$ cat config.mk
export PLATFORM = sky130hd
export DESIGN_NAME = colour_mixer
export DESIGN_NICKNAME = d
export VERILOG_FILES = /design/src/display_pkg.sv /design/src/colour_mixer.sv
export VERILOG_INCLUDE_DIRS = /design/src
export SDC_FILE = /design/constraint.sdc
export NUM_CORES = 1
export LEC_CHECK = 0
export BUFFER_PORTS_ARGS = -buffer_cell sky130_fd_sc_hd__buf_4
export CAP_MARGIN = 20
export CORE_MARGIN = 3
export CORE_UTILIZATION = 45
export DETAILED_ROUTE_END_ITERATION = 8
export MAX_ROUTING_LAYER = met4
export PLACE_DENSITY = 0.79
export SLEW_MARGIN = 20
export SYNTH_ARGS = -nofsm -noshare
export SYNTH_HDL_FRONTEND = slang
export SYNTH_SLANG_ARGS = --single-unit
$ cat constraint.sdc
create_clock -name clk_pix -period 2.5 [get_ports clk_pix]
set_clock_uncertainty 0.05 [all_clocks]
set_input_delay 0.25 -clock clk_pix [delete_from_list [all_inputs] [get_ports clk_pix]]
set_output_delay 0.25 -clock clk_pix [all_outputs]
set_load 0.005 [all_outputs]
$ cat src/video_macros.svh
/*
 * Video macros: mode geometry, colour widths and draw engine sizing
 * for the 64x48 castle display.
 */
`ifndef VIDEO_MACROS_SVH
`define VIDEO_MACROS_SVH

// horizontal timing, in pixels
`define H_ACTIVE 64
`define H_FRONT 4
`define H_SYNC 8
`define H_BACK 4
`define H_TOTAL (`H_ACTIVE + `H_FRONT + `H_SYNC + `H_BACK)  // 80

// vertical timing, in lines
`define V_ACTIVE 48
`define V_FRONT 2
`define V_SYNC 2
`define V_BACK 2
`define V_TOTAL (`V_ACTIVE + `V_FRONT + `V_SYNC + `V_BACK)  // 54

`define CORDW 8         // coordinate bits
`define CIDXW 4         // palette index bits
`define CHANW 4         // bits per colour channel
`define FILL_CREDITS 2  // fill engine queue depth
`define SHAPE_CNT 6     // rectangles in the scene

`endif

$ cat src/display_pkg.sv
/*
 * Display package: coordinate, palette index and RGB colour types.
 */
`include "video_macros.svh"

package display_pkg;

    // unsigned screen coordinate
    typedef logic [`CORDW-1:0] coord_t;

    // framebuffer palette index
    typedef logic [`CIDXW-1:0] cidx_t;

    // 12-bit output colour
    typedef struct packed {
        logic [`CHANW-1:0] r;
        logic [`CHANW-1:0] g;
        logic [`CHANW-1:0] b;
    } rgb_t;

endpackage

$ cat src/colour_mixer.sv
/*
 * Colour mixer: palette lookup over banded background, with syncs
 * and enable delayed to match the framebuffer read.
 */
`timescale 1ns/10ps

module colour_mixer (
    input  logic                clk_pix,
    input  logic                rst_n,
    input  display_pkg::coord_t sy,
    input  logic                de,
    input  logic                hsync,
    input  logic                vsync,
    input  display_pkg::cidx_t  pix_cidx,
    output display_pkg::rgb_t   rgb,
    output logic                de_out,
    output logic                hsync_out,
    output logic                vsync_out
);

    localparam int BAND_MID = 16;  // first row of middle band
    localparam int BAND_LOW = 32;

    display_pkg::coord_t sy_d;
    logic                de_d;
    logic                hsync_d;
    logic                vsync_d;
    display_pkg::rgb_t   pal_colr;
    display_pkg::rgb_t   bg_colr;

    always_comb begin
        case (pix_cidx)
            1:       pal_colr = 12'h11A;  // dark blue
            2:       pal_colr = 12'h626;  // dark purple
            4:       pal_colr = 12'h852;  // brown
            5:       pal_colr = 12'h555;  // dark grey
            default: pal_colr = 12'hFFF;
        endcase
    end

    always_comb begin
        if (sy_d < BAND_MID) begin
            bg_colr = 12'h239;
        end else if (sy_d < BAND_LOW) begin
            bg_colr = 12'h26C;
        end else begin
            bg_colr = 12'h260;  // ground
        end
    end

    // match framebuffer read latency
    always_ff @(posedge clk_pix) begin
        sy_d <= sy;
    end

    always_ff @(posedge clk_pix) begin
        if (!rst_n) begin
            de_d      <= 1'b0;
            hsync_d   <= 1'b1;
            vsync_d   <= 1'b1;
            de_out    <= 1'b0;
            hsync_out <= 1'b1;
            vsync_out <= 1'b1;
            rgb       <= '0;
        end else begin
            de_d      <= de;
            hsync_d   <= hsync;
            vsync_d   <= vsync;
            de_out    <= de_d;
            hsync_out <= hsync_d;
            vsync_out <= vsync_d;
            if (!de_d) begin
                rgb <= '0;  // black in blanking
            end else begin
                rgb <= (pix_cidx == '0) ? bg_colr : pal_colr;
            end
        end
    end

endmodule

==> out/qor.yml <==
die:
  die_width_um: 43.77
  fp-row-count: 12
  die_y_um: 43.77
  core_area_mm2: 0.001216
  die_area_mm2: 0.001915
  start_util_pct: 52.78
  ios: 32
cells_and_area:
  multi_input_area_um2: 198.9
  antennaDiodeCount: 0
  n_fill_cell: 93
  fin_util_pct: 75.10
  drive_gt1_share_pct: 33.33
  nets: 111
  area.sequential_um2: 420.4
  layout-area-overhead-vs-synth_pct: 42.30
sta:
  relSlewSlack_pct: 75.74
  tightestPinTransition_ns: 0.3630
  fmax_mhz: 663.5
  fin_crit_sh_pct: 60.29
  setup_viol: 0
  slew_violations: 0
  hold_viol: 0
  rsz0062_at_grt: "no"
  finalSetupTns_ns: 0
  final.min_clock_period_ns: 1.507
global_routing:
  antenna_found_initial: 0
  grtUsageTotal_pct: 14.19
  overflow: 0
  grt_pass1_wl_um: 1897
  grt_pass1_vias: 467
  grt_max_degree: 12
logic_synthesis:
  synthTopCellsByArea: "dfxtp_1 65%, a21oi_1 7.0%, nand2b_1 3.9%, nand2_1 2.3%, nor2_1 2.3%"
  synth_area_leader_cell: "dfxtp_1"
  synth_cell_types: 19
  synth-async-reset-ratio_pct: 0
  synthMuxAreaShare_pct: 0
  avgSynthCellArea_um2: 10.52
  syn_area_um2: 641.9
  ys_seq_elements: 21
  synth_nets: 78
  synthCells: 61
  yosys.area_share.simple_pct: 16.57
  synth_xor_area_share_pct: 0
  synth_compound_area_share_pct: 14.42
  synth_most_common_cell: "dfxtp_1"
  ys_top_cells_by_count: "21 x dfxtp_1, 9 x a21oi_1, 4 x nand2_1, 4 x nand2b_1, 4 x nor2_1"
  ys_warn_count: 0
  synth_fa_ha_area_share_pct: 0
  synth_ff_type: "dfxtp_1"
  synth_top_family_by_area: "simple AND/OR/NAND/NOR gates"
  ys_seq_area_share_pct: 65.50
  synth.top_cell.area_share_pct: 65.50
  synth-edff-count: 0
setup_path:
  cp-end-kind: "flip-flop"
  critical_path.max_stage_delay_ns: 0.50
  worst_ep_arrival_time_ns: 1.69
  cp_cell_sequence: "or3_4, or4b_1, a31oi_1"
  r2r.worst_path.cells: 3
  start_kind: "flip-flop"
  critPathKind: "flip-flop to flip-flop"
  slowest_stage: "or4b_1"
  worstPathMaxFanout: 4
  cp.required_ns: 2.68
power_and_ir_drop:
  p_per_area_mw_per_mm2: 627.0
  p_leak_nw: 0.4228
  ir_drop_mv: 0.5046
drt:
  routed_via_density: 5.159
  drc: 0
  first_pass_iters: 4
  wl_per_cell_um: 11.50
  drt_iter0_markers: 25
  wl_um: 1230
  ant_nets: 0
  routed-via-count: 552
cts:
  clockBufferDepth: 2
  cts_resized: 0
  cts_tree: "built"
  root_buffer: "clkbuf_4"
  clk_latency_ns: 0.30
  cts_htree_levels: 1
  cts_sinks: 21
  clkTransAtPathRegs_ns: 0.11
  cts_buffers: 3
job:
  cap_violations: 0
hold_path:
  holdPathStages: 2
  hp-class: "primary input to flip-flop"
placed_design:
  hpwlAfterDp_um: 905.6
  place_congestion: 0.7329
  io_buffer_count: 27
run_status:
  outcome: "completed"
[registers in the layout, indices dropped and copies added, names as in the netlist]
signal / count
hsync_d: 1
hsync_out: 1
sy_d: 4
vsync_d: 1
de_d: 1
vsync_out: 1
rgb: 11
de_out: 1
[per-stage QoR]
| stage | std cells | hold slack [ns] | instance area (µm²) | power, W | worst slack (ns) |
|---|---|---|---|---|---|
| 2_1_floorplan | 61 | 0.2277 | 641.9 | 0.0003829 | 1.099 |
| 3_3_place_gp | 99 | 0.3046 | 847.1 | 0.0004161 | 1.061 |
| 3_5_place_dp | 99 | 0.3056 | 847.1 | 0.0004184 | 1.015 |
| 4_1_cts | 107 | 0.08607 | 913.4 | 0.0005744 | 0.9920 |
| 5_1_grt | 107 | 0.07860 | 913.4 | 0.0006012 | 0.9277 |
| 6_report | 107 | 0.08376 | 913.4 | 0.0005727 | 0.9928 |
[cell usage in the layout, fill, tap and decap left out, drive strengths merged]
cell type / n
a21oi: 9
a31o: 1
a31oi: 2
and2: 1
buf: 27
clkbuf: 4
dfxtp: 21
dlygate4sd3: 4
inv: 2
nand2: 4
nand2b: 4
nor2: 4
nor3: 1
nor4: 2
o21ai: 2
o21bai: 1
o31a: 1
or2: 1
or3: 1
or4b: 1
[layout make-up]
class / instances / area share [%]
flip-flops and latches: 21 / 46.03
repair buffers: 31 / 26.58
multi-input cells: 35 / 21.78
clock buffers: 4 / 2.877
well taps: 14 / 1.918
inverters: 2 / 0.8219
[worst max-delay path: cells and delay by family, from the launching register on]
family	cells	cell delay (ns)
AO/OA/AOI/OAI	1	0.17
flip-flops	1	0.33
AND/OR/NAND/NOR	2	0.90
[kinds of logic after synthesis]
| logic type | Yosys count |
|---|---|
| AO/OA/AOI/OAI | 16 |
| AND/OR/NAND/NOR | 19 |
| flip-flops | 21 |
| buffers and inverters | 5 |
[routing by layer]
metal / vias to the layer above / routed length, µm / GRT usage [%]
li1: 272 / - / -
met1: 253 / 468 / 13.57
met2: 25 / 611 / 24.42
met3: 2 / 133 / 5.394
met4: 0 / 17 / 7.229
met5: - / 0 / -
[worst paths after layout]
kind	startpoint	slack (ns)	endpoint
setup / recovery	sy_d[6]	0.99	rgb[0]
hold / removal	hsync	0.08	hsync_d
setup reg to reg	sy_d[6]	0.99	rgb[0]
hold reg to reg	hsync_d	0.38	hsync_out
[power breakdown]
group	switching, W	internal (W)
Combinational	0.0000254	0.0000360
Sequential	0.00000474	0.000349
Clock	0.0000951	0.0000622
Total	0.000125	0.000447
[timing repair]
item                                    in CTS  in global routing
endpoints found under the hold margin        4                  0
buffers inserted                             0                  0
endpoints found under the setup margin       0                  0
hold buffers                                 4                  0
Power figures use the tool's default switching activity.
