**config.mk**
```make
export PLATFORM = sky130hd
export DESIGN_NAME = display_timings
export DESIGN_NICKNAME = d
export VERILOG_FILES = /design/src/display_pkg.sv /design/src/display_timings.sv
export VERILOG_INCLUDE_DIRS = /design/src
export SDC_FILE = /design/constraint.sdc
export NUM_CORES = 1
export LEC_CHECK = 0
export ABC_AREA = 0
export BUFFER_PORTS_ARGS = -buffer_cell sky130_fd_sc_hd__buf_2
export CAP_MARGIN = 40
export CORE_ASPECT_RATIO = 1.75
export CORE_MARGIN = 10
export CORE_UTILIZATION = 28
export DETAILED_ROUTE_END_ITERATION = 7
export PLACE_DENSITY_LB_ADDON = 0.15
export SETUP_SLACK_MARGIN = 0.1
export SYNTH_ARGS = -nofsm -noshare
export SYNTH_HDL_FRONTEND = slang
export SYNTH_SLANG_ARGS = --single-unit
```
**constraint.sdc**
```tcl
create_clock -name clk_pix -period 3 [get_ports clk_pix]
set_clock_uncertainty 0.2 [all_clocks]
set_input_delay 0 -clock clk_pix [delete_from_list [all_inputs] [get_ports clk_pix]]
set_output_delay 0 -clock clk_pix [all_outputs]
set_load 0.02 [all_outputs]
```
**src/video_macros.svh**
```systemverilog
/*
 * Video macros: mode geometry, colour widths and draw engine sizing
 * for the 64x48 castle display.
 */
`ifndef VIDEO_MACROS_SVH
`define VIDEO_MACROS_SVH

// horizontal timing, in pixels
`define H_ACTIVE 64
`define H_FRONT 4
`define H_SYNC 8
`define H_BACK 4
`define H_TOTAL (`H_ACTIVE + `H_FRONT + `H_SYNC + `H_BACK)  // 80

// vertical timing, in lines
`define V_ACTIVE 48
`define V_FRONT 2
`define V_SYNC 2
`define V_BACK 2
`define V_TOTAL (`V_ACTIVE + `V_FRONT + `V_SYNC + `V_BACK)  // 54

`define CORDW 8         // coordinate bits
`define CIDXW 4         // palette index bits
`define CHANW 4         // bits per colour channel
`define FILL_CREDITS 2  // fill engine queue depth
`define SHAPE_CNT 6     // rectangles in the scene

`endif

```
**src/display_pkg.sv**
```systemverilog
/*
 * Display package: coordinate, palette index and RGB colour types.
 */
`include "video_macros.svh"

package display_pkg;

    // unsigned screen coordinate
    typedef logic [`CORDW-1:0] coord_t;

    // framebuffer palette index
    typedef logic [`CIDXW-1:0] cidx_t;

    // 12-bit output colour
    typedef struct packed {
        logic [`CHANW-1:0] r;
        logic [`CHANW-1:0] g;
        logic [`CHANW-1:0] b;
    } rgb_t;

endpackage

```
**src/display_timings.sv**
```systemverilog
/*
 * Display timings: raster counters for the 64x48 mode with
 * registered syncs, data enable and frame start pulse.
 */
`timescale 1ns/10ps
`include "video_macros.svh"

module display_timings (
    input  logic                clk_pix,
    input  logic                rst_n,
    output display_pkg::coord_t sx,
    output display_pkg::coord_t sy,
    output logic                hsync,
    output logic                vsync,
    output logic                de,
    output logic                frame
);

    localparam int HS_START = `H_ACTIVE + `H_FRONT;
    localparam int HS_END   = HS_START + `H_SYNC - 1;
    localparam int VS_START = `V_ACTIVE + `V_FRONT;
    localparam int VS_END   = VS_START + `V_SYNC - 1;

    display_pkg::coord_t x_nxt;
    display_pkg::coord_t y_nxt;

    // next raster position
    always_comb begin
        x_nxt = sx + 1'b1;
        y_nxt = sy;
        if (sx == `H_TOTAL - 1) begin
            x_nxt = '0;
            y_nxt = (sy == `V_TOTAL - 1) ? '0 : sy + 1'b1;
        end
    end

    // decode from the next position so flags line up with sx/sy
    always_ff @(posedge clk_pix) begin
        if (!rst_n) begin
            sx    <= '0;
            sy    <= '0;
            hsync <= 1'b1;
            vsync <= 1'b1;
            de    <= 1'b1;  // (0,0) is active
            frame <= 1'b0;  // no frame start out of reset
        end else begin
            sx    <= x_nxt;
            sy    <= y_nxt;
            hsync <= !(x_nxt >= HS_START && x_nxt <= HS_END);  // active low
            vsync <= !(y_nxt >= VS_START && y_nxt <= VS_END);
            de    <= (x_nxt < `H_ACTIVE) && (y_nxt < `V_ACTIVE);
            frame <= (x_nxt == 0) && (y_nxt == 0);
        end
    end

endmodule

```
==> results.py <==
metrics = {
    "power": {
        "power.sequential.fraction_pct": 54.0,
        "power.net_switching_uw": 113,
        "powerDensity_nw_per_um2": 370,
        "power.switching_fraction_pct": 22.2,
        "p_total_uw": 509,
        "pwr-share-clk_pct": 40.9,
        "combinationalPowerShare_pct": 5.1,
        "power_leakage_nw": 0.572,
        "internal_power_uw": 396,
        "irDropWorstVdd_v": 0.000157,
    },
    "cells_and_area": {
        "number_of_filler_cells_placed_in_the_layout": 465,
        "layout.cells.most_common": "sky130_fd_sc_hd__buf_2",
        "multi_input_comb_area_um2": 724,
        "synth_to_layout_area_growth_pct": 16.8,
        "post_route_cells_drive_above_1_share_pct": 22.0,
        "diodes": 0,
        "mostFrequentLayoutCells": "21 x sky130_fd_sc_hd__buf_2, 20 x sky130_fd_sc_hd__dfxtp_1, 12 x sky130_fd_sc_hd__nand2_1, 9 x sky130_fd_sc_hd__o21ai_0",
        "design.final.nets": 166,
        "register_area_um2": 400,
    },
    "run": {
        "max_cap_viol_count": 0,
    },
    "clock_tree": {
        "clk_pin_slew_ps": 80,
        "clock_tree.buffer_depth": 2,
        "post_cts.repair.setup_buffers": 0,
        "clockRootBuffer": "sky130_fd_sc_hd__clkbuf_8",
        "cts_num_sinks": 20,
        "ctsHtreeMaxLevel": 1,
        "tritoncts.num_buffers": 3,
        "cts_tree": "done",
        "clock_latency_ps": 260,
    },
    "worst_setup_path": {
        "arrival_ps": 2470,
        "required_time_of_the_worst_setup_path_ps": 2930,
        "critPathMaxFanout": 9,
        "setup.worst_path.end_class": "flop",
        "kind_of_start_point_of_the_critical_path": "flop",
        "critical_path_class": "flop to flop",
    },
    "timing": {
        "setup_viol": 0,
        "relSlewSlack_pct": 74.4,
        "timing.final.crit_period_ps": 2540,
        "finalSetupTns_ps": 0,
        "maxClockFrequency_mhz": 394,
        "grt_setup_unrepaired": "false",
        "timing_max_transition_violations_final": 0,
        "min_period_over_period_pct": 84.6,
        "final-hold-violation-count": 0,
        "worst_pin_slew_ps": 384,
    },
    "floorplanning": {
        "die-area_um2": 7300,
        "top_level_ports": 22,
        "start_util_pct": 28.6,
        "design.core.area_um2": 4110,
        "chipHeight_um": 106,
        "std_cell_rows": 31,
        "fp.dieW_um": 69.0,
    },
    "drt": {
        "wire_per_inst_um": 15.0,
        "drt_pre_antenna_iters": 6,
        "drc_errors": 0,
        "routed-via-count": 1081,
        "detail_route.wirelength_um": 3110,
        "number_of_vias_per_cell": 5.20,
        "initialDrtViolationCount": 72,
        "drt.antenna.violating_nets": 0,
    },
    "grt": {
        "grt_pass1_wl_um": 5440,
        "grt_start_max_net_pins": 18,
        "track_usage_pct": 8.92,
        "global_route.overflow_total": 0,
        "antenna_violations_before_repair": 0,
        "vias_in_the_first_global_route": 1140,
    },
    "synthesis": {
        "postSynthCellCount": 139,
        "synth_seq_area_share_pct": 34.0,
        "avgSynthCellArea_um2": 8.47,
        "synth_enable_flop_cells": 0,
        "synthesis.area_um2": 1180,
        "syn-num-nets": 145,
        "ys_types": 48,
        "register_bit_count_reported_by_yosys": 20,
        "postSynth.asyncResetShare_pct": 0,
        "synth_top_flop_cell": "sky130_fd_sc_hd__dfxtp_1",
        "ys_warn_count": 0,
    },
    "placement": {
        "buffer_ports.inserted": 21,
        "gp_congestion": 0.836,
        "dp.final_hpwl_um": 2470,
    },
    "hold_path": {
        "hold_path_class": "flop to flop",
    },
    "status": {
        "outcome": "completed",
    },
}
[synthesized netlist by cell type (all sizes together) (3+ instances only)]
library cell,instances,area (um^2)
dfxtp,20,400
nand2,12,45.0
o21ai,10,50.0
nor2,9,36.3
and2,8,50.1
nand3,8,45.0
inv,5,18.8
xor2,5,43.8
a21boi,4,33.8
buf,4,26.3
ha,4,50.1
nor3,4,20.0
nor4,4,40.0
a21oi,3,15.0
and3,3,18.8
nand3b,3,22.5
or3,3,20.0
[critical path, cell delays in order, from the launching register on]
cell and delay, ps:
sky130_fd_sc_hd__dfxtp_1 370, sky130_fd_sc_hd__or4b_1 730, sky130_fd_sc_hd__or2_0 420, sky130_fd_sc_hd__or3_1 410, sky130_fd_sc_hd__a21boi_2 160, sky130_fd_sc_hd__nand4bb_1 120
[cells by family (layout without fill, tap and decap cells)]
family | after synthesis | in the layout | synth area share [%]
AOI/OAI and AO/OA | 31 | 31 | 18.3
xor gates and xnor gates | 7 | 7 | 5.21
adders and majority gates | 4 | 4 | 4.25
buffers and inverters | 11 | 31 | 4.46
DFF | 20 | 20 | 34.0
and+or+nand+nor | 66 | 66 | 33.8
[routing by layer]
layer | vias to the layer above | global-route usage (%) | wire length (um)
met5 | - | 0 | 0
li1 | 539 | - | -
met3 | 7 | 2.54 | 148
met4 | 0 | 4.77 | 91
met1 | 505 | 9.28 | 1260
met2 | 30 | 15.7 | 1620
[registers in the layout, indices dropped and copies added, names as in the netlist]
name	count
sy	8
de	1
hsync	1
frame	1
sx	8
vsync	1
[per-stage QoR]
| step | worst slack [ps] | cells | hold slack (ps) | cell area [um^2] | util, % |
|---|---|---|---|---|---|
| 2_1_floorplan | 624 | 139 | -71.8 | 1180 | - |
| 3_3_place_gp | 542 | 203 | 163 | 1310 | 31.9 |
| 3_5_place_dp | 468 | 203 | 140 | 1310 | 31.9 |
| 4_1_cts | 458 | 208 | 324 | 1380 | 33.4 |
| 5_1_grt | 309 | 208 | 350 | 1380 | 33.4 |
| 6_report | 463 | 208 | 316 | 1380 | 33.4 |
[path summary, 6_finish.rpt]
kind / start / to / slack, ps / cells past startpoint
setup / recovery: sx[4] / vsync / 460 / 5
hold / removal: sx[0] / sx[0] / 320 / 1
setup reg to reg: sx[4] / vsync / 460 / 5
hold reg to reg: sx[0] / sx[0] / 320 / 1
[power by group through the flow]
stage          Sequential [mW]  Clock (mW)  Combinational [mW]
2_1_floorplan            0.283           0              0.0148
5_1_grt                  0.276       0.228              0.0292
4_1_cts                  0.275       0.216              0.0267
6_report                 0.275       0.208              0.0257
3_5_place_dp             0.281           0              0.0257
3_3_place_gp             0.281           0              0.0257
[what timing repair did]
action,4_1_cts,5_1_grt
endpoints found under the hold margin,17,0
gates resized for setup,0,0
hold buffers,1,0
[final cells by class]
| cell class | instances | area share (%) |
|---|---|---|
| clock buffer | 4 | 4.00 |
| inverter | 5 | 1.36 |
| multi-input combinational | 108 | 52.7 |
| sequential | 20 | 29.1 |
| tap | 49 | 4.46 |
| timing repair buffer | 22 | 8.37 |
(Power assumes the default switching activity.)
