`src/video_macros.svh`:
```
/*
 * Video macros: mode geometry, colour widths and draw engine sizing
 * for the 64x48 castle display.
 */
`ifndef VIDEO_MACROS_SVH
`define VIDEO_MACROS_SVH

// horizontal timing, in pixels
`define H_ACTIVE 64
`define H_FRONT 4
`define H_SYNC 8
`define H_BACK 4
`define H_TOTAL (`H_ACTIVE + `H_FRONT + `H_SYNC + `H_BACK)  // 80

// vertical timing, in lines
`define V_ACTIVE 48
`define V_FRONT 2
`define V_SYNC 2
`define V_BACK 2
`define V_TOTAL (`V_ACTIVE + `V_FRONT + `V_SYNC + `V_BACK)  // 54

`define CORDW 8         // coordinate bits
`define CIDXW 4         // palette index bits
`define CHANW 4         // bits per colour channel
`define FILL_CREDITS 2  // fill engine queue depth
`define SHAPE_CNT 6     // rectangles in the scene

`endif

```
`src/display_pkg.sv`:
```
/*
 * Display package: coordinate, palette index and RGB colour types.
 */
`include "video_macros.svh"

package display_pkg;

    // unsigned screen coordinate
    typedef logic [`CORDW-1:0] coord_t;

    // framebuffer palette index
    typedef logic [`CIDXW-1:0] cidx_t;

    // 12-bit output colour
    typedef struct packed {
        logic [`CHANW-1:0] r;
        logic [`CHANW-1:0] g;
        logic [`CHANW-1:0] b;
    } rgb_t;

endpackage

```
`src/draw_pkg.sv`:
```
/*
 * Drawing package: sequencer and fill engine state encodings
 * and the shape opcode carried on the command channel.
 */
package draw_pkg;

    // scene sequencer states
    typedef enum logic [1:0] {
        WAIT_FRAME,  // hold until framebuffer ready and frame start
        ISSUE,       // send table entries while credits last
        DRAIN,       // wait for every credit to come back
        DONE
    } seq_state_t;

    // fill engine states
    typedef enum logic {
        IDLE,
        FILL
    } fill_state_t;

    // command opcode
    typedef enum logic {
        OP_RECT,  // filled rectangle
        OP_NOP    // empty slot, retired without drawing
    } shape_op_t;

endpackage

```
`src/scene_sequencer.sv`:
```
/*
 * Scene sequencer: steps through the castle rectangle table and
 * issues one fill command per entry under credit flow control.
 */
`timescale 1ns/10ps
`include "video_macros.svh"

module scene_sequencer (
    input  logic                clk_pix,
    input  logic                rst_n,
    input  logic                frame,
    input  logic                fb_ready,
    input  logic                credit_return,
    output logic                cmd_valid,
    output draw_pkg::shape_op_t cmd_op,
    output display_pkg::coord_t cmd_x0,
    output display_pkg::coord_t cmd_y0,
    output display_pkg::coord_t cmd_x1,
    output display_pkg::coord_t cmd_y1,
    output display_pkg::cidx_t  cmd_cidx,
    output logic                scene_done
);

    localparam int CW = $clog2(`FILL_CREDITS + 1);
    localparam int SW = $clog2(`SHAPE_CNT);

    typedef struct packed {
        display_pkg::coord_t x0;
        display_pkg::coord_t y0;
        display_pkg::coord_t x1;
        display_pkg::coord_t y1;
        display_pkg::cidx_t  cidx;
    } rect_t;

    // later entries paint over earlier ones
    localparam rect_t SCENE [`SHAPE_CNT] = '{
        '{8, 20, 55, 40, 5},   // building
        '{4, 10, 12, 40, 5},   // left tower
        '{51, 10, 59, 40, 5},  // right tower
        '{26, 30, 37, 40, 4},  // door
        '{24, 6, 39, 20, 2},   // middle tower
        '{29, 10, 34, 16, 1}   // window
    };

    draw_pkg::seq_state_t state;
    logic [CW-1:0]        credits;
    logic [CW-1:0]        avail;
    logic [SW-1:0]        shape_id;
    logic                 in_table;
    logic                 issue;
    rect_t                entry;

    assign in_table = (shape_id < `SHAPE_CNT);
    assign entry    = in_table ? SCENE[shape_id] : '0;
    assign avail    = credits - CW'(cmd_valid);  // credit is spent as cmd_valid drops
    assign issue    = (state == draw_pkg::ISSUE) && (avail != '0);

    always_ff @(posedge clk_pix) begin
        if (!rst_n) begin
            state      <= draw_pkg::WAIT_FRAME;
            credits    <= CW'(`FILL_CREDITS);
            shape_id   <= '0;
            cmd_valid  <= 1'b0;
            scene_done <= 1'b0;
        end else begin
            cmd_valid <= issue;
            credits   <= credits - CW'(cmd_valid) + CW'(credit_return);
            case (state)
                draw_pkg::WAIT_FRAME: begin
                    if (frame && fb_ready) begin
                        state <= draw_pkg::ISSUE;
                    end
                end
                draw_pkg::ISSUE: begin
                    if (issue) begin
                        shape_id <= shape_id + 1'b1;
                        if (shape_id == SW'(`SHAPE_CNT - 1)) begin
                            state <= draw_pkg::DRAIN;
                        end
                    end
                end
                draw_pkg::DRAIN: begin
                    if (!cmd_valid && credits == CW'(`FILL_CREDITS)) begin
                        state      <= draw_pkg::DONE;
                        scene_done <= 1'b1;
                    end
                end
                default: state <= draw_pkg::DONE;  // done holds until reset
            endcase
        end
    end

    // command payload
    always_ff @(posedge clk_pix) begin
        if (issue) begin
            cmd_op   <= in_table ? draw_pkg::OP_RECT : draw_pkg::OP_NOP;
            cmd_x0   <= entry.x0;
            cmd_y0   <= entry.y0;
            cmd_x1   <= entry.x1;
            cmd_y1   <= entry.y1;
            cmd_cidx <= entry.cidx;
        end
    end

endmodule

```
`config.mk`:
```
export PLATFORM = sky130hd
export DESIGN_NAME = scene_sequencer
export DESIGN_NICKNAME = d
export VERILOG_FILES = /design/src/display_pkg.sv /design/src/draw_pkg.sv /design/src/scene_sequencer.sv
export VERILOG_INCLUDE_DIRS = /design/src
export SDC_FILE = /design/constraint.sdc
export NUM_CORES = 1
export LEC_CHECK = 0
export BUFFER_PORTS_ARGS = -buffer_cell sky130_fd_sc_hd__buf_4
export CORE_MARGIN = 4
export CORE_UTILIZATION = 44
export CTS_BUF_LIST = sky130_fd_sc_hd__clkbuf_16
export CTS_CLUSTER_SIZE = 14
export DETAILED_ROUTE_END_ITERATION = 12
export PLACE_DENSITY_LB_ADDON = 0.08
export SETUP_SLACK_MARGIN = 0.3
export SKIP_CTS_REPAIR_TIMING = 1
export SYNTH_ARGS = -nofsm -noshare
export SYNTH_HDL_FRONTEND = slang
export SYNTH_SLANG_ARGS = --single-unit
```
`constraint.sdc`:
```
create_clock -name clk_pix -period 1.8 [get_ports clk_pix]
set_input_delay 0.18 -clock clk_pix [delete_from_list [all_inputs] [get_ports clk_pix]]
set_output_delay 0.18 -clock clk_pix [all_outputs]
set_load 0.03 [all_outputs]
```
==> qor.csv <==
metric,value,unit
status,completed,
Critical Path Source Type,flop,
sw frac,0.263,
vias per cell,4.80,
distinct cell type count after synthesis,25,
grt ovf,0,
Multi-input gate area,475,um2
part of the power in combinational logic,0.161,
H-tree levels,2,
critical path class,flop to flop,
final worst slack,0.415,ns
synthesized area per cell,11.9,um2
final setup fails,0,
Port Buffer Count,30,
r2r startpoint,shape_id[1],
layout cells sized above 1,0.307,
Syn Inst Count,115,
Core Region,2850,um2
drt pass-1 iters,4,
Bufs on Longest Clock Path,2,
area grow syn2layout,28.5,%
min cycle time layout,1.38,ns
internal power,1.41,mW
DR iter-0 viols,20,
Final Max Slew Viols,0,
"flops & latches, synth",30,
IO Pins,44,
critical path required time,1.96,ns
min-delay src,rst_n,
RSZ-0062 raised after global routing,false,
fin area,1750,um2
antenna violations before repair,0,
"Power, Total",1.92,mW
Worst-Skew Late Latency,0.27,ns
Post-synth top flop,edfxtp_1,
Rows,19,
Area after DPL,1610,um2
Root Buffer Master,clkbuf_16,
CTS tree,done,
HPWL Detailed,1690,um
Max Freq,0.722,GHz
Clock Pin Slew Worst Setup and Hold Paths,0.05,ns
fill count,233,
first-pass GRT wire length,3970,um
vias,869,
Max Cap Viol,0,
CTS sink cnt,30,
CP arrival,1.55,ns
synthesized area,1360,um2
final hold violations,0,
pwr/cell area,1090,nW/um2
starting density of the core,0.478,
post-synth top area share,0.462,
DRT Wirelength,2370,um
pre-CTS WS,0.340,ns
maximum VDD drop,0.699,mV
Seq pwr share,0.432,
Post-synth EDFFs,21,
TNS Setup,0,ns
diode count,0,
Num CTS Buffers,5,
drt wl/cell,13.1,um
Detail Route Antenna Nets,0,
die area,4050,um2
Critical Path Source,shape_id[1],
Min-Delay Path Class,primary input to flop,
Sequential Area,816,um2
chip height,63.7,um
largest net degree at the start of global routing,15,
Final Cycle Share,0.769,
GPL Wtd Cong,0.807,
Leakage,0.741,nW
clock power share,0.407,
vias in the first global route,821,
Setup crit end kind,flop,
"Async S/R FF share, synth",0,
die width,63.7,um
most area-hungry cell type in the Yosys netlist,edfxtp_1,
total track usage,0.136,
sequential cell area fraction in the yosys report,0.594,
DRC Markers,0,
final clock skew,0.00435,ns
NetSw,504,uW
Synth area leaders,"edfxtp_1, dfxtp_1, buf_4",
Final Net Count,163,
"critical path fanouts, max",6,
Syn. warnings,0,
-- sequential cells by signal, indices dropped and copies added, names as in the netlist --
signal      count
cmd_cidx        1
shape_id        3
cmd_op          1
cmd_x1          6
cmd_x0          6
cmd_valid       1
scene_done      1
credits         2
cmd_y1          3
cmd_y0          4
state           2
-- cell usage in the layout, fill, tap and decap left out, types with 2 or more instances in the layout --
cell type,instances
dfxtp_1,7
o21ai_0,10
buf_4,33
nand2_1,13
conb_1,13
nor2_1,5
nor2b_1,2
a21oi_1,2
edfxtp_1,21
and2_1,2
inv_1,9
clkbuf_16,5
mux2i_1,3
ha_1,8
-- metal layers --
metal | track usage | vias to the layer above | wire (um)
met2 | 0.189 | 45 | 983
met3 | 0.0710 | 6 | 285
met4 | 0.0889 | 0 | 68
met1 | 0.162 | 393 | 1040
li1 | - | 425 | -
met5 | 0 | - | 0
-- logic make-up (layout without fill, tap and decap cells) --
kind of cell	count (synthesis)	after routing	share of synthesized area
adders and majority gates	9	9	0.0826
muxes	3	3	0.0220
AOI/OAI and AO/OA	18	18	0.0817
other	1	13	0.00275
xor gates and xnor gates	2	2	0.0128
DFF	30	30	0.594
buffers and inverters	27	50	0.118
and+or+nand+nor	25	25	0.0853
-- area by class of cell --
class                           instances  share of cell area
Inverter                                9              0.0193
Clock inverter                          3             0.00928
Multi-Input combinational cell         70               0.271
Clock buffer                            5              0.0714
Timing Repair Buffer                   33               0.141
Sequential cell                        30               0.465
Tap cell                               31              0.0221
-- worst max-delay path, stage by stage (launching register included) --
cell and delay [ns]:
dfxtp_1 0.35, inv_1 0.18, ha_1 0.18, inv_1 0.05, a211o_1 0.28, o221a_1 0.24
-- path summary, 6_finish.rpt --
check | endpoint | slack [ns] | depth (start not counted)
worst min register to register | scene_done | 0.50 | 1
worst min-delay path | credits[1] | 0.17 | 2
worst max register to register | state[0] | 0.42 | 5
worst max-delay path | state[0] | 0.42 | 5
-- synth_stat cells (2+ instances only) --
master / number
edfxtp_1: 21
ha_1: 9
nor2b_1: 2
nand2_1: 13
o21ai_0: 10
dfxtp_1: 9
and2_1: 2
mux2i_1: 3
a21oi_1: 2
clkbuf_1: 2
inv_1: 9
buf_4: 16
nor2_1: 5
-- metrics by stage --
| step | utilization | std cells | hold WS, ns |
|---|---|---|---|
| after global placement | 0.564 | 173 | 0.430 |
| after detailed placement | 0.564 | 173 | 0.464 |
| final | 0.614 | 181 | 0.169 |
| after global routing | 0.614 | 181 | 0.181 |
| after floorplan | - | 127 | 0.327 |
| after CTS | 0.614 | 181 | 0.172 |
-- power by group through the flow --
stage / logic, mW / clock network, mW / registers, mW
after floorplan: 0.187 / 0 / 0.897
after global placement: 0.307 / 0 / 0.839
after detailed placement: 0.311 / 0 / 0.841
after CTS: 0.312 / 0.801 / 0.828
after global routing: 0.335 / 0.837 / 0.835
final: 0.309 / 0.780 / 0.828
Power figures use the tool's default switching activity.
