### config.mk
export PLATFORM = sky130hd
export DESIGN_NAME = rect_fill
export DESIGN_NICKNAME = d
export VERILOG_FILES = /design/src/display_pkg.sv /design/src/draw_pkg.sv /design/src/rect_fill.sv
export VERILOG_INCLUDE_DIRS = /design/src
export SDC_FILE = /design/constraint.sdc
export NUM_CORES = 1
export LEC_CHECK = 0
export BUFFER_PORTS_ARGS = -buffer_cell sky130_fd_sc_hd__buf_2
export CAP_MARGIN = 20
export CORE_MARGIN = 2
export CORE_UTILIZATION = 40
export DETAILED_ROUTE_END_ITERATION = 8
export PLACE_DENSITY = 0.6
export SLEW_MARGIN = 20
export SYNTH_ARGS = -nofsm -noshare
export SYNTH_HDL_FRONTEND = slang
export SYNTH_SLANG_ARGS = --single-unit
### constraint.sdc
create_clock -name clk_pix -period 6.82 [get_ports clk_pix]
set_input_delay 1.364 -clock clk_pix [delete_from_list [all_inputs] [get_ports clk_pix]]
set_output_delay 1.364 -clock clk_pix [all_outputs]
set_load 0.1 [all_outputs]
### src/video_macros.svh
/*
 * Video macros: mode geometry, colour widths and draw engine sizing
 * for the 64x48 castle display.
 */
`ifndef VIDEO_MACROS_SVH
`define VIDEO_MACROS_SVH

// horizontal timing, in pixels
`define H_ACTIVE 64
`define H_FRONT 4
`define H_SYNC 8
`define H_BACK 4
`define H_TOTAL (`H_ACTIVE + `H_FRONT + `H_SYNC + `H_BACK)  // 80

// vertical timing, in lines
`define V_ACTIVE 48
`define V_FRONT 2
`define V_SYNC 2
`define V_BACK 2
`define V_TOTAL (`V_ACTIVE + `V_FRONT + `V_SYNC + `V_BACK)  // 54

`define CORDW 8         // coordinate bits
`define CIDXW 4         // palette index bits
`define CHANW 4         // bits per colour channel
`define FILL_CREDITS 2  // fill engine queue depth
`define SHAPE_CNT 6     // rectangles in the scene

`endif

### src/display_pkg.sv
/*
 * Display package: coordinate, palette index and RGB colour types.
 */
`include "video_macros.svh"

package display_pkg;

    // unsigned screen coordinate
    typedef logic [`CORDW-1:0] coord_t;

    // framebuffer palette index
    typedef logic [`CIDXW-1:0] cidx_t;

    // 12-bit output colour
    typedef struct packed {
        logic [`CHANW-1:0] r;
        logic [`CHANW-1:0] g;
        logic [`CHANW-1:0] b;
    } rgb_t;

endpackage

### src/draw_pkg.sv
/*
 * Drawing package: sequencer and fill engine state encodings
 * and the shape opcode carried on the command channel.
 */
package draw_pkg;

    // scene sequencer states
    typedef enum logic [1:0] {
        WAIT_FRAME,  // hold until framebuffer ready and frame start
        ISSUE,       // send table entries while credits last
        DRAIN,       // wait for every credit to come back
        DONE
    } seq_state_t;

    // fill engine states
    typedef enum logic {
        IDLE,
        FILL
    } fill_state_t;

    // command opcode
    typedef enum logic {
        OP_RECT,  // filled rectangle
        OP_NOP    // empty slot, retired without drawing
    } shape_op_t;

endpackage

### src/rect_fill.sv
/*
 * Rectangle fill engine: small command queue feeding a raster
 * walker that writes one pixel per cycle and returns credits.
 */
`timescale 1ns/10ps
`include "video_macros.svh"

module rect_fill (
    input  logic                clk_pix,
    input  logic                rst_n,
    input  logic                cmd_valid,
    input  draw_pkg::shape_op_t cmd_op,
    input  display_pkg::coord_t cmd_x0,
    input  display_pkg::coord_t cmd_y0,
    input  display_pkg::coord_t cmd_x1,
    input  display_pkg::coord_t cmd_y1,
    input  display_pkg::cidx_t  cmd_cidx,
    output logic                wr_en,
    output display_pkg::coord_t wr_x,
    output display_pkg::coord_t wr_y,
    output display_pkg::cidx_t  wr_cidx,
    output logic                credit_return
);

    localparam int DEPTH = `FILL_CREDITS;
    localparam int PW    = $clog2(DEPTH);

    typedef struct packed {
        draw_pkg::shape_op_t op;
        display_pkg::coord_t x0;
        display_pkg::coord_t y0;
        display_pkg::coord_t x1;
        display_pkg::coord_t y1;
        display_pkg::cidx_t  cidx;
    } cmd_t;

    cmd_t                  q_mem [DEPTH];
    logic [PW-1:0]         q_wr;
    logic [PW-1:0]         q_rd;
    logic [PW:0]           q_cnt;
    cmd_t                  in_cmd;
    cmd_t                  head;
    logic                  q_empty;
    logic                  start;
    logic                  push;
    logic                  pop;
    logic                  last_col;
    logic                  last_px;
    draw_pkg::fill_state_t state;
    display_pkg::coord_t   x0;
    display_pkg::coord_t   x1;
    display_pkg::coord_t   y1;

    assign in_cmd  = '{cmd_op, cmd_x0, cmd_y0, cmd_x1, cmd_y1, cmd_cidx};
    assign q_empty = (q_cnt == '0);
    assign head    = q_empty ? in_cmd : q_mem[q_rd];  // empty queue bypass
    assign start   = (state == draw_pkg::IDLE) && (!q_empty || cmd_valid);
    assign pop     = start && !q_empty;
    assign push    = cmd_valid && !(start && q_empty);

    assign last_col = (wr_x == x1);
    assign last_px  = last_col && (wr_y == y1);
    assign wr_en    = (state == draw_pkg::FILL);

    always_ff @(posedge clk_pix) begin
        if (push) begin
            q_mem[q_wr] <= in_cmd;
        end
    end

    always_ff @(posedge clk_pix) begin
        if (!rst_n) begin
            q_wr  <= '0;
            q_rd  <= '0;
            q_cnt <= '0;
        end else begin
            if (push) begin
                q_wr <= (q_wr == PW'(DEPTH - 1)) ? '0 : q_wr + 1'b1;
            end
            if (pop) begin
                q_rd <= (q_rd == PW'(DEPTH - 1)) ? '0 : q_rd + 1'b1;
            end
            q_cnt <= q_cnt + (PW+1)'(push) - (PW+1)'(pop);
        end
    end

    always_ff @(posedge clk_pix) begin
        if (!rst_n) begin
            state         <= draw_pkg::IDLE;
            credit_return <= 1'b0;
        end else begin
            credit_return <= 1'b0;
            case (state)
                draw_pkg::IDLE: begin
                    if (start && head.op == draw_pkg::OP_RECT) begin
                        state <= draw_pkg::FILL;
                    end else if (start) begin
                        credit_return <= 1'b1;  // nop retires at once
                    end
                end
                default: begin
                    if (last_px) begin
                        state         <= draw_pkg::IDLE;
                        credit_return <= 1'b1;
                    end
                end
            endcase
        end
    end

    // walker position and rectangle bounds
    always_ff @(posedge clk_pix) begin
        if (state == draw_pkg::IDLE) begin
            if (start) begin
                wr_x    <= head.x0;
                wr_y    <= head.y0;
                x0      <= head.x0;
                x1      <= head.x1;
                y1      <= head.y1;
                wr_cidx <= head.cidx;
            end
        end else if (last_col) begin
            wr_x <= x0;  // next row
            wr_y <= wr_y + 1'b1;
        end else begin
            wr_x <= wr_x + 1'b1;
        end
    end

endmodule

==> results by group, run 1 <==
Run status
  • Status: complete, no violations

Clocking
  • Cts bufs inserted: 17
  • Worst-path clk slew: about 0.06 ns
  • Postcts setup bufs: 0
  • # clock sinks: 125
  • Clock Latency Late Sink: about 0.4 ns
  • TritonCTS clock tree: done
  • Max Root-Sink Buffers: 2
  • Hold_buf cts: 0
  • Root Driver: clkbuf_16
  • # H-tree levels: 4
  • Post-CTS sizing: 0

Timing
  • Max Fclk: between 300 and 400 MHz
  • Final Hold Viols: 0
  • Fin. max-slew vios: 0
  • Setup TNS Final: 0 ns
  • Worst Skew: a little under 0.007 ns
  • Unrepaired setup endpoints after global routing: no
  • Rel. slew slack: roughly 50%
  • Final Cycle Share: between 40 and 50%
  • Final min period: between 3 and 4 ns
  • Slew @ Worst Pin: 0.734 ns
  • Endpoints failing setup: 0

Floorplanning
  • Initial Util: approximately two fifths
  • Core area: roughly 13000 um^2
  • Die height: approximately 120 um
  • IO Pins: 62
  • Chip width: about 120 um
  • Die Area: between 10000 and 15000 um^2
  • Num rows: 42

Setup path
  • Critical path capture point type: output port
  • FF-to-FF path depth: 4
  • Crit-path cells: buf_2
  • Setup slack, reg-to-reg: approximately 4.5 ns
  • Max stage delay cell, worst path: dfxtp_2
  • Largest stage delay on the critical path: 0.71 ns
  • Setup crit start: wr_en
  • Crit Reg-Reg Endpoint: x0[6]
  • Crit path DAT: between 1.5 and 2 ns
  • Buf+Inv Stages, Crit Path: 1
  • Crit Path Class: flip-flop to output port
  • R2R Path Start: wr_en
  • CP Data Required Time: 5.46 ns
  • CP max FO: 33
  • Startpoint Class: flip-flop
  • CP top delay family: flip-flops

Cells and area
  • Most common cell after layout, fill and taps aside: edfxtp_1
  • Final #Nets: 490
  • Fill cells: ~1200
  • Synth-to-Final Area Change: 20.1%
  • FF+latch area: approximately 3700 um^2
  • Share of cells above drive strength 1: 22.4%
  • Multi-input gate area: approximately 1600 um^2
  • Number of inserted diodes: 0
  • Commonest cells after routing, fill and taps aside: 118 x edfxtp_1, 61 x buf_2, 40 x nand2_1, 37 x mux2i_1, 30 x o21ai_0

Yosys
  • Seq cells post-synth: around 130
  • Yosys cell types: 40
  • Post-synthesis cell area: approximately 5400 um^2
  • Cells after Synth: ~380
  • Sequential-to-total area share from yosys stat: ~69%
  • Mapped Nets: 422
  • Syn Area/Cell: 14.2 um^2
  • YS warnings: 0

Route
  • Initial drt markers: ~230
  • WL/cell: 16.7 um
  • WL final: around 11 mm
  • Drt first pass iters: 4
  • Remaining antenna violation count: 0
  • DRC viols: 0
  • Routed vias/inst: roughly 5
  • Via count: approximately 3200

Global routing
  • All-Layer GR Usage: around 16%
  • Vias in the first global route: between 3000 and 4000
  • Gr ovfl total: 0
  • First-pass GRT wire length: between 15 and 20 mm
  • Largest net degree at the start of global routing: about 70
  • Antenna violations before repair: 0

Flow run
  • Max-cap violations: 0

Place
  • Dpl hpwl: between 7 and 8 mm
  • Port Buffers: between 60 and 70
  • Placer Congestion: around 0.83

Min path
  • Hold_sp: q_rd
  • Hold Path Stages: 2
  • Hold crit path type: flip-flop to flip-flop
==> worst reg2reg max path: stages (launching register included) <==
cell and delay (ns):
dfxtp_2 0.50, inv_1 0.50, o21ai_1 0.20, inv_1 0.59, buf_8 0.24
==> Yosys cell counts <==
library cell / n / area share, %
edfxtp_1: 118 / 66
nand2_1: 40 / 2.8
mux2i_1: 37 / 6.9
o21ai_0: 30 / 2.8
nor2_1: 17 / 1.2
xor2_1: 16 / 2.6
xnor2_1: 13 / 2.1
a21oi_1: 10 / 0.94
nand3_1: 9 / 0.84
inv_1: 8 / 0.56
a211oi_1: 7 / 0.98
clkbuf_1: 7 / 0.49
dfxtp_1: 7 / 2.6
nor3_1: 6 / 0.56
a211o_1: 4 / 0.65
buf_2: 4 / 0.37
buf_4: 4 / 0.56
ha_1: 4 / 0.94
nand4_1: 4 / 0.47
and2_1: 3 / 0.35
o21ai_1: 3 / 0.28
or3_1: 3 / 0.35
a221o_1: 2 / 0.37
a221oi_2: 2 / 0.56
and3_1: 2 / 0.23
buf_6: 2 / 0.42
nor4_1: 2 / 0.23
o21a_1: 2 / 0.28
a2111oi_4: 1 / 0.51
a311oi_1: 1 / 0.16
a31o_1: 1 / 0.16
a41oi_1: 1 / 0.16
and4_1: 1 / 0.16
and4_4: 1 / 0.21
nor2_2: 1 / 0.12
o211ai_1: 1 / 0.14
o21ai_2: 1 / 0.16
o221ai_1: 1 / 0.16
o32ai_1: 1 / 0.16
or2_1: 1 / 0.12
==> through the flow <==
| stage | hold slack, ns | std cells | area [um^2] | setup WS (ns) | utilization, % |
|---|---|---|---|---|---|
| 3_3_place_gp | 0.496 | 600 | 5810 | 3.84 | 44.3 |
| 3_5_place_dp | 0.510 | 603 | 5870 | 3.85 | 44.7 |
| 4_1_cts | 0.528 | 635 | 6430 | 3.41 | 48.9 |
| 5_1_grt | 0.553 | 635 | 6430 | 3.74 | 48.9 |
| 6_report | 0.519 | 635 | 6430 | 3.80 | 48.9 |
| 2_1_floorplan | 0.481 | 378 | 5350 | 3.34 | - |
==> state kept, by name (all words and copies together) (netlist names), named ones only <==
register,cells
credit_return,1
q_wr,1
wr_y,8
wr_cidx,4
x1,8
wr_x,8
q_cnt,2
x0,8
y1,8
wr_en,1
q_mem,74
q_rd,1
==> kinds of logic (layout without fill, tap and decap cells) <==
group                    after synthesis  count (layout)  synth area share [%]
adder cells (fa/ha/maj)                4               4                 0.935
buffers and inverters                 25             106                  2.41
AO/OA/AOI/OAI                         68              68                  8.51
AND/OR/NAND/NOR                       90              90                  7.65
multiplexers                          37              37                  6.92
flip-flops                           125             125                  68.8
XOR/XNOR                              29              29                  4.75
==> area by class of cell <==
type	instances	share of cell area, %
clock buffer	19	6.73
clock inverter	13	1.95
inverter	8	0.467
multi-input combinational	228	24.3
sequential	125	57.3
tap	176	3.43
timing repair buffer	66	5.84
==> metal layers <==
metal	up-vias	part of all wire (%)	GRT usage (%)
li1	1572	-	-
met5	-	0	0
met4	0	0.72	5.88
met1	1525	45	19.8
met2	74	50	26.0
met3	6	4.1	4.09
==> how the worst max path moves through the flow <==
stage	end	depth (start not counted)
floorplan	q_mem[0][0]	2
global placement	q_mem[1][12]	3
detailed placement	wr_en	1
CTS	wr_en	1
global route	wr_en	1
finish	wr_en	1
Power of run 1 is left out: the tool's default activity adds up to more than one toggle a clock period on the data nets, which glitch-free logic cannot reach.
==> run 2: changes to the inputs <==
- ABC_AREA: default -> 1
- PLACE_DENSITY: 0.6 -> 0.62
- clock period: 6.82 -> 2.48 ns (I/O delays scaled with it)
==> run 2 against run 1 <==
Highest routed layer unchanged. Via count grew 20%. Clock-buffer cell count grew 3. Synthesized cell count grew 34%. Register-to-register slack lost 4.2 ns. Critical path type is now flip-flop to flip-flop. Worst hold slack lost 0.23 ns.
==> results by group, run 2 <==
Clocking
  • Clock Latency Late Sink: 0.41 ns (was 0.40 ns)
  • Hold_buf cts: 0 (unchanged)
  • Max Root-Sink Buffers: 2 (unchanged)
  • Worst-path clk slew: 0.05 ns (was 0.06 ns)
  • Cts bufs inserted: 17 (unchanged)
  • Root Driver: clkbuf_16 (unchanged)
  • TritonCTS clock tree: done (unchanged)
  • Post-CTS sizing: 0 (unchanged)
  • Postcts setup bufs: 0 (unchanged)
  • # H-tree levels: 4 (unchanged)
  • # clock sinks: 125 (unchanged)

Place
  • Placer Congestion: 0.784 (was 0.830)
  • Port Buffers: 61 (unchanged)
  • Pre-CTS setup slack: 0.345 ns (was 3.85 ns)
  • Placed Instance Area: 6130 um^2 (was 5870 um^2)
  • Dpl hpwl: 7.99 mm (was 7.01 mm)

Route
  • Initial drt markers: 257 (was 228)
  • DRC viols: 0 (unchanged)
  • Via count: 3804 (was 3177)
  • WL final: 12.0 mm (was 10.6 mm)
  • Routed vias/inst: 4.90 (was 5.00)
  • Drt first pass iters: 4 (unchanged)
  • Remaining antenna violation count: 0 (unchanged)
  • WL/cell: 15.4 um (was 16.7 um)

Setup path
  • Critical path capture point type: flip-flop (was output port)
  • Crit Reg-Reg Endpoint: q_cnt[1] (was x0[6])
  • Crit path DAT: 2.52 ns (was 1.66 ns)
  • R2R Path Start: q_cnt[1] (was wr_en)
  • Setup slack, reg-to-reg: 0.30 ns (was 4.50 ns)
  • FF-to-FF path depth: 10 (was 4)
  • CP max FO: 11 (was 33)
  • CP Data Required Time: 2.82 ns (was 5.46 ns)
  • Crit Path Class: flip-flop to flip-flop (was flip-flop to output port)
  • Startpoint Class: flip-flop (unchanged)

Pwr
  • Net Sw Power: ~4500 uW
  • Peak supply drop: 1430 uV
  • Pint: approximately 5700 uW
  • Total design power: slightly above 10000 uW
  • Switching fraction of total power: 43.9%
  • Share of power burned in the clock network: 22.4%
  • Power share of the combinational group: between 40% and 50%
  • PD cells: ~1500 nW/um^2
  • Sequential power share: between 30% and 40%
  • Static leakage: 0.00276 uW

Floorplanning
  • Chip width: 122 um (was 120 um)
  • Num rows: 43 (was 42)
  • Die height: 122 um (was 120 um)
  • Die Area: 14900 um^2 (was 14300 um^2)
  • IO Pins: 62 (unchanged)
  • Core area: 13800 um^2 (was 13100 um^2)
  • Initial Util: 40.5% (was 40.7%)

Flow run
  • Max-cap violations: 0 (unchanged)

Timing
  • Max Fclk: 460 MHz
  • Endpoints failing setup: 0 (unchanged)
  • Worst Skew: 0.00717 ns (was 0.00695 ns)
  • Final min period: around 2.2 ns
  • Fin worst setup slack: 0.304 ns (was 3.80 ns)
  • Unrepaired setup endpoints after global routing: no (unchanged)
  • Slew @ Worst Pin: 0.631 ns (was 0.734 ns)
  • Final Cycle Share: about 90%
  • Rel. slew slack: 58.0% (was 51.0%)
  • Final Hold Viols: 0 (unchanged)
  • Fin. max-slew vios: 0 (unchanged)
  • Setup TNS Final: 0 ns (unchanged)

Yosys
  • Top post-synthesis cells by count: 132 x nand2_1, 118 x edfxtp_1, 57 x nor2_1 (was 118 x edfxtp_1, 40 x nand2_1, 37 x mux2i_1)
  • Top-area cell type share of the netlist area: 63.5% (was 66.2%)
  • Post-synth top area cell: edfxtp_1 (unchanged)
  • Post-synthesis cell area: 5580 um^2 (was 5350 um^2)
  • Main synth FF type: edfxtp_1 (unchanged)
  • Largest cells by area after synthesis: edfxtp_1 63%, nand2_1 8.9%, a21oi_1 4.6%, nor2_1 3.8%, inv_1 2.8% (was edfxtp_1 66%, mux2i_1 6.9%, nand2_1 2.8%, o21ai_0 2.8%, dfxtp_1 2.6%)
  • Mapped Nets: 549 (was 422)
  • Post-synth EDFFs: 118 (unchanged)
  • Syn Area/Cell: 11.1 um^2 (was 14.2 um^2)
  • Count leader, synth: nand2_1 (was edfxtp_1)
  • Seq cells post-synth: 125 (unchanged)
  • Cells after Synth: 505 (was 378)
  • Yosys cell types: 35 (was 40)
  • Sequential-to-total area share from yosys stat: 66.0% (was 68.8%)
  • YS warnings: 0 (unchanged)
  • FFs w/ async S/R, synth: 0% (unchanged)

Cells and area
  • Number of inserted diodes: 0 (unchanged)
  • Number of flip-flops in the largest register: 74 (unchanged)
  • Final #Nets: 627 (was 490)
  • Commonest cells after routing, fill and taps aside: 132 x nand2_1, 118 x edfxtp_1, 61 x buf_2, 56 x nor2_1, 51 x a21oi_1 (was 118 x edfxtp_1, 61 x buf_2, 40 x nand2_1, 37 x mux2i_1, 30 x o21ai_0)
  • Largest Register: q_mem (unchanged)
  • Synth-to-Final Area Change: 19.5% (was 20.1%)
  • Share of cells above drive strength 1: 22.5% (was 22.4%)
  • Post-route cell area: 6670 um^2 (was 6430 um^2)
  • Most common cell after layout, fill and taps aside: nand2_1 (was edfxtp_1)

Min path
  • Hold_sp: cmd_x0[5] (was q_rd)
  • Hold crit path type: input port to flip-flop (was flip-flop to flip-flop)
  • Hold Path Sink: q_mem[0][33]
  • Hold Path Stages: 1 (was 2)

Global routing
  • Antenna violations before repair: 0 (unchanged)
  • All-Layer GR Usage: 17.6% (was 15.7%)
  • First-pass GRT wire length: 19.5 mm (was 17.1 mm)
  • Largest net degree at the start of global routing: 31 (was 72)
  • Gr ovfl total: 0 (unchanged)
  • Vias in the first global route: 3832 (was 3276)

Run status
  • Status: complete, no violations (unchanged)
-- run 2: changes by cell type after synthesis, sizes merged, moves of 26 or more --
cell | before | now
mux2i | 37 | 3
nand2 | 40 | 134
o21ai | 34 | 8
inv | 8 | 49
a21oi | 10 | 68
nor2 | 18 | 60
-- run 2: final cells by class --
cell class | instances | area (um^2)
Sequential cell | 125 | 3680
Clock buffer | 22 | 444
Multi-Input combinational cell | 313 | 1610
Timing Repair Buffer | 77 | 425
Tap cell | 180 | 225
Inverter | 49 | 186
Clock inverter | 10 | 97.6
Fill cell | 1262 | 7100
-- run 2: kinds of logic (layout without fill, tap and decap cells) --
logic type      after synthesis  count (layout)  share of synthesized area [%]
xor+xnor                      7               7                           1.10
mux                           3               3                          0.538
flops                       125             125                           66.0
buf+inv                      67             158                           5.54
simple gates                214             214                           15.6
fa+ha+maj                     4               4                          0.897
compound gates               85              85                           10.4
-- run 2: worst max-delay path: stages, from the launching register on --
cell     delay (ns)
dfxtp_1        0.31
or2_1          0.46
nor2_8         0.26
inv_2          0.08
nand2_4        0.10
ha_1           0.23
inv_1          0.05
ha_1           0.15
xor2_1         0.21
o21ai_0        0.13
a21oi_1        0.13
-- run 2: power groups by stage --
stage / combinational, uW / clock [uW] / sequential, uW
3_3_place_gp: 4170 / 0 / 3720
6_report: 4230 / 2290 / 3700
4_1_cts: 4270 / 2330 / 3700
2_1_floorplan: 2150 / 0 / 4900
3_5_place_dp: 4240 / 0 / 3740
5_1_grt: 4620 / 2430 / 3780
-- run 2: metrics by stage --
| step | cells | util, % | hold WS, ns |
|---|---|---|---|
| after floorplan | 505 | - | 0.425 |
| after detailed placement | 744 | 44.5 | 0.449 |
| final | 776 | 48.4 | 0.289 |
| after global placement | 744 | 44.5 | 0.441 |
| after CTS | 776 | 48.4 | 0.274 |
| after global routing | 776 | 48.4 | 0.279 |
-- run 2: worst max path at each step --
stage | startpoint | endpoint
after floorplan | wr_x[4] | wr_y[0]
after CTS | q_cnt[1] | q_cnt[1]
after global routing | q_cnt[0] | q_cnt[1]
final | q_cnt[1] | q_cnt[1]
after global placement | q_cnt[1] | q_cnt[1]
after detailed placement | q_cnt[1] | q_cnt[1]
-- run 2: routing by layer --
layer / GRT usage (%) / vias up / routed length (um) / share of wire, %
met5: 0 / - / 0 / 0
met4: 6.90 / 0 / 181 / 1.5
met3: 5.24 / 17 / 584 / 4.9
met2: 29.2 / 94 / 5970 / 50
met1: 21.5 / 1816 / 5240 / 44
li1: - / 1877 / - / -
Power figures use the tool's default switching activity.
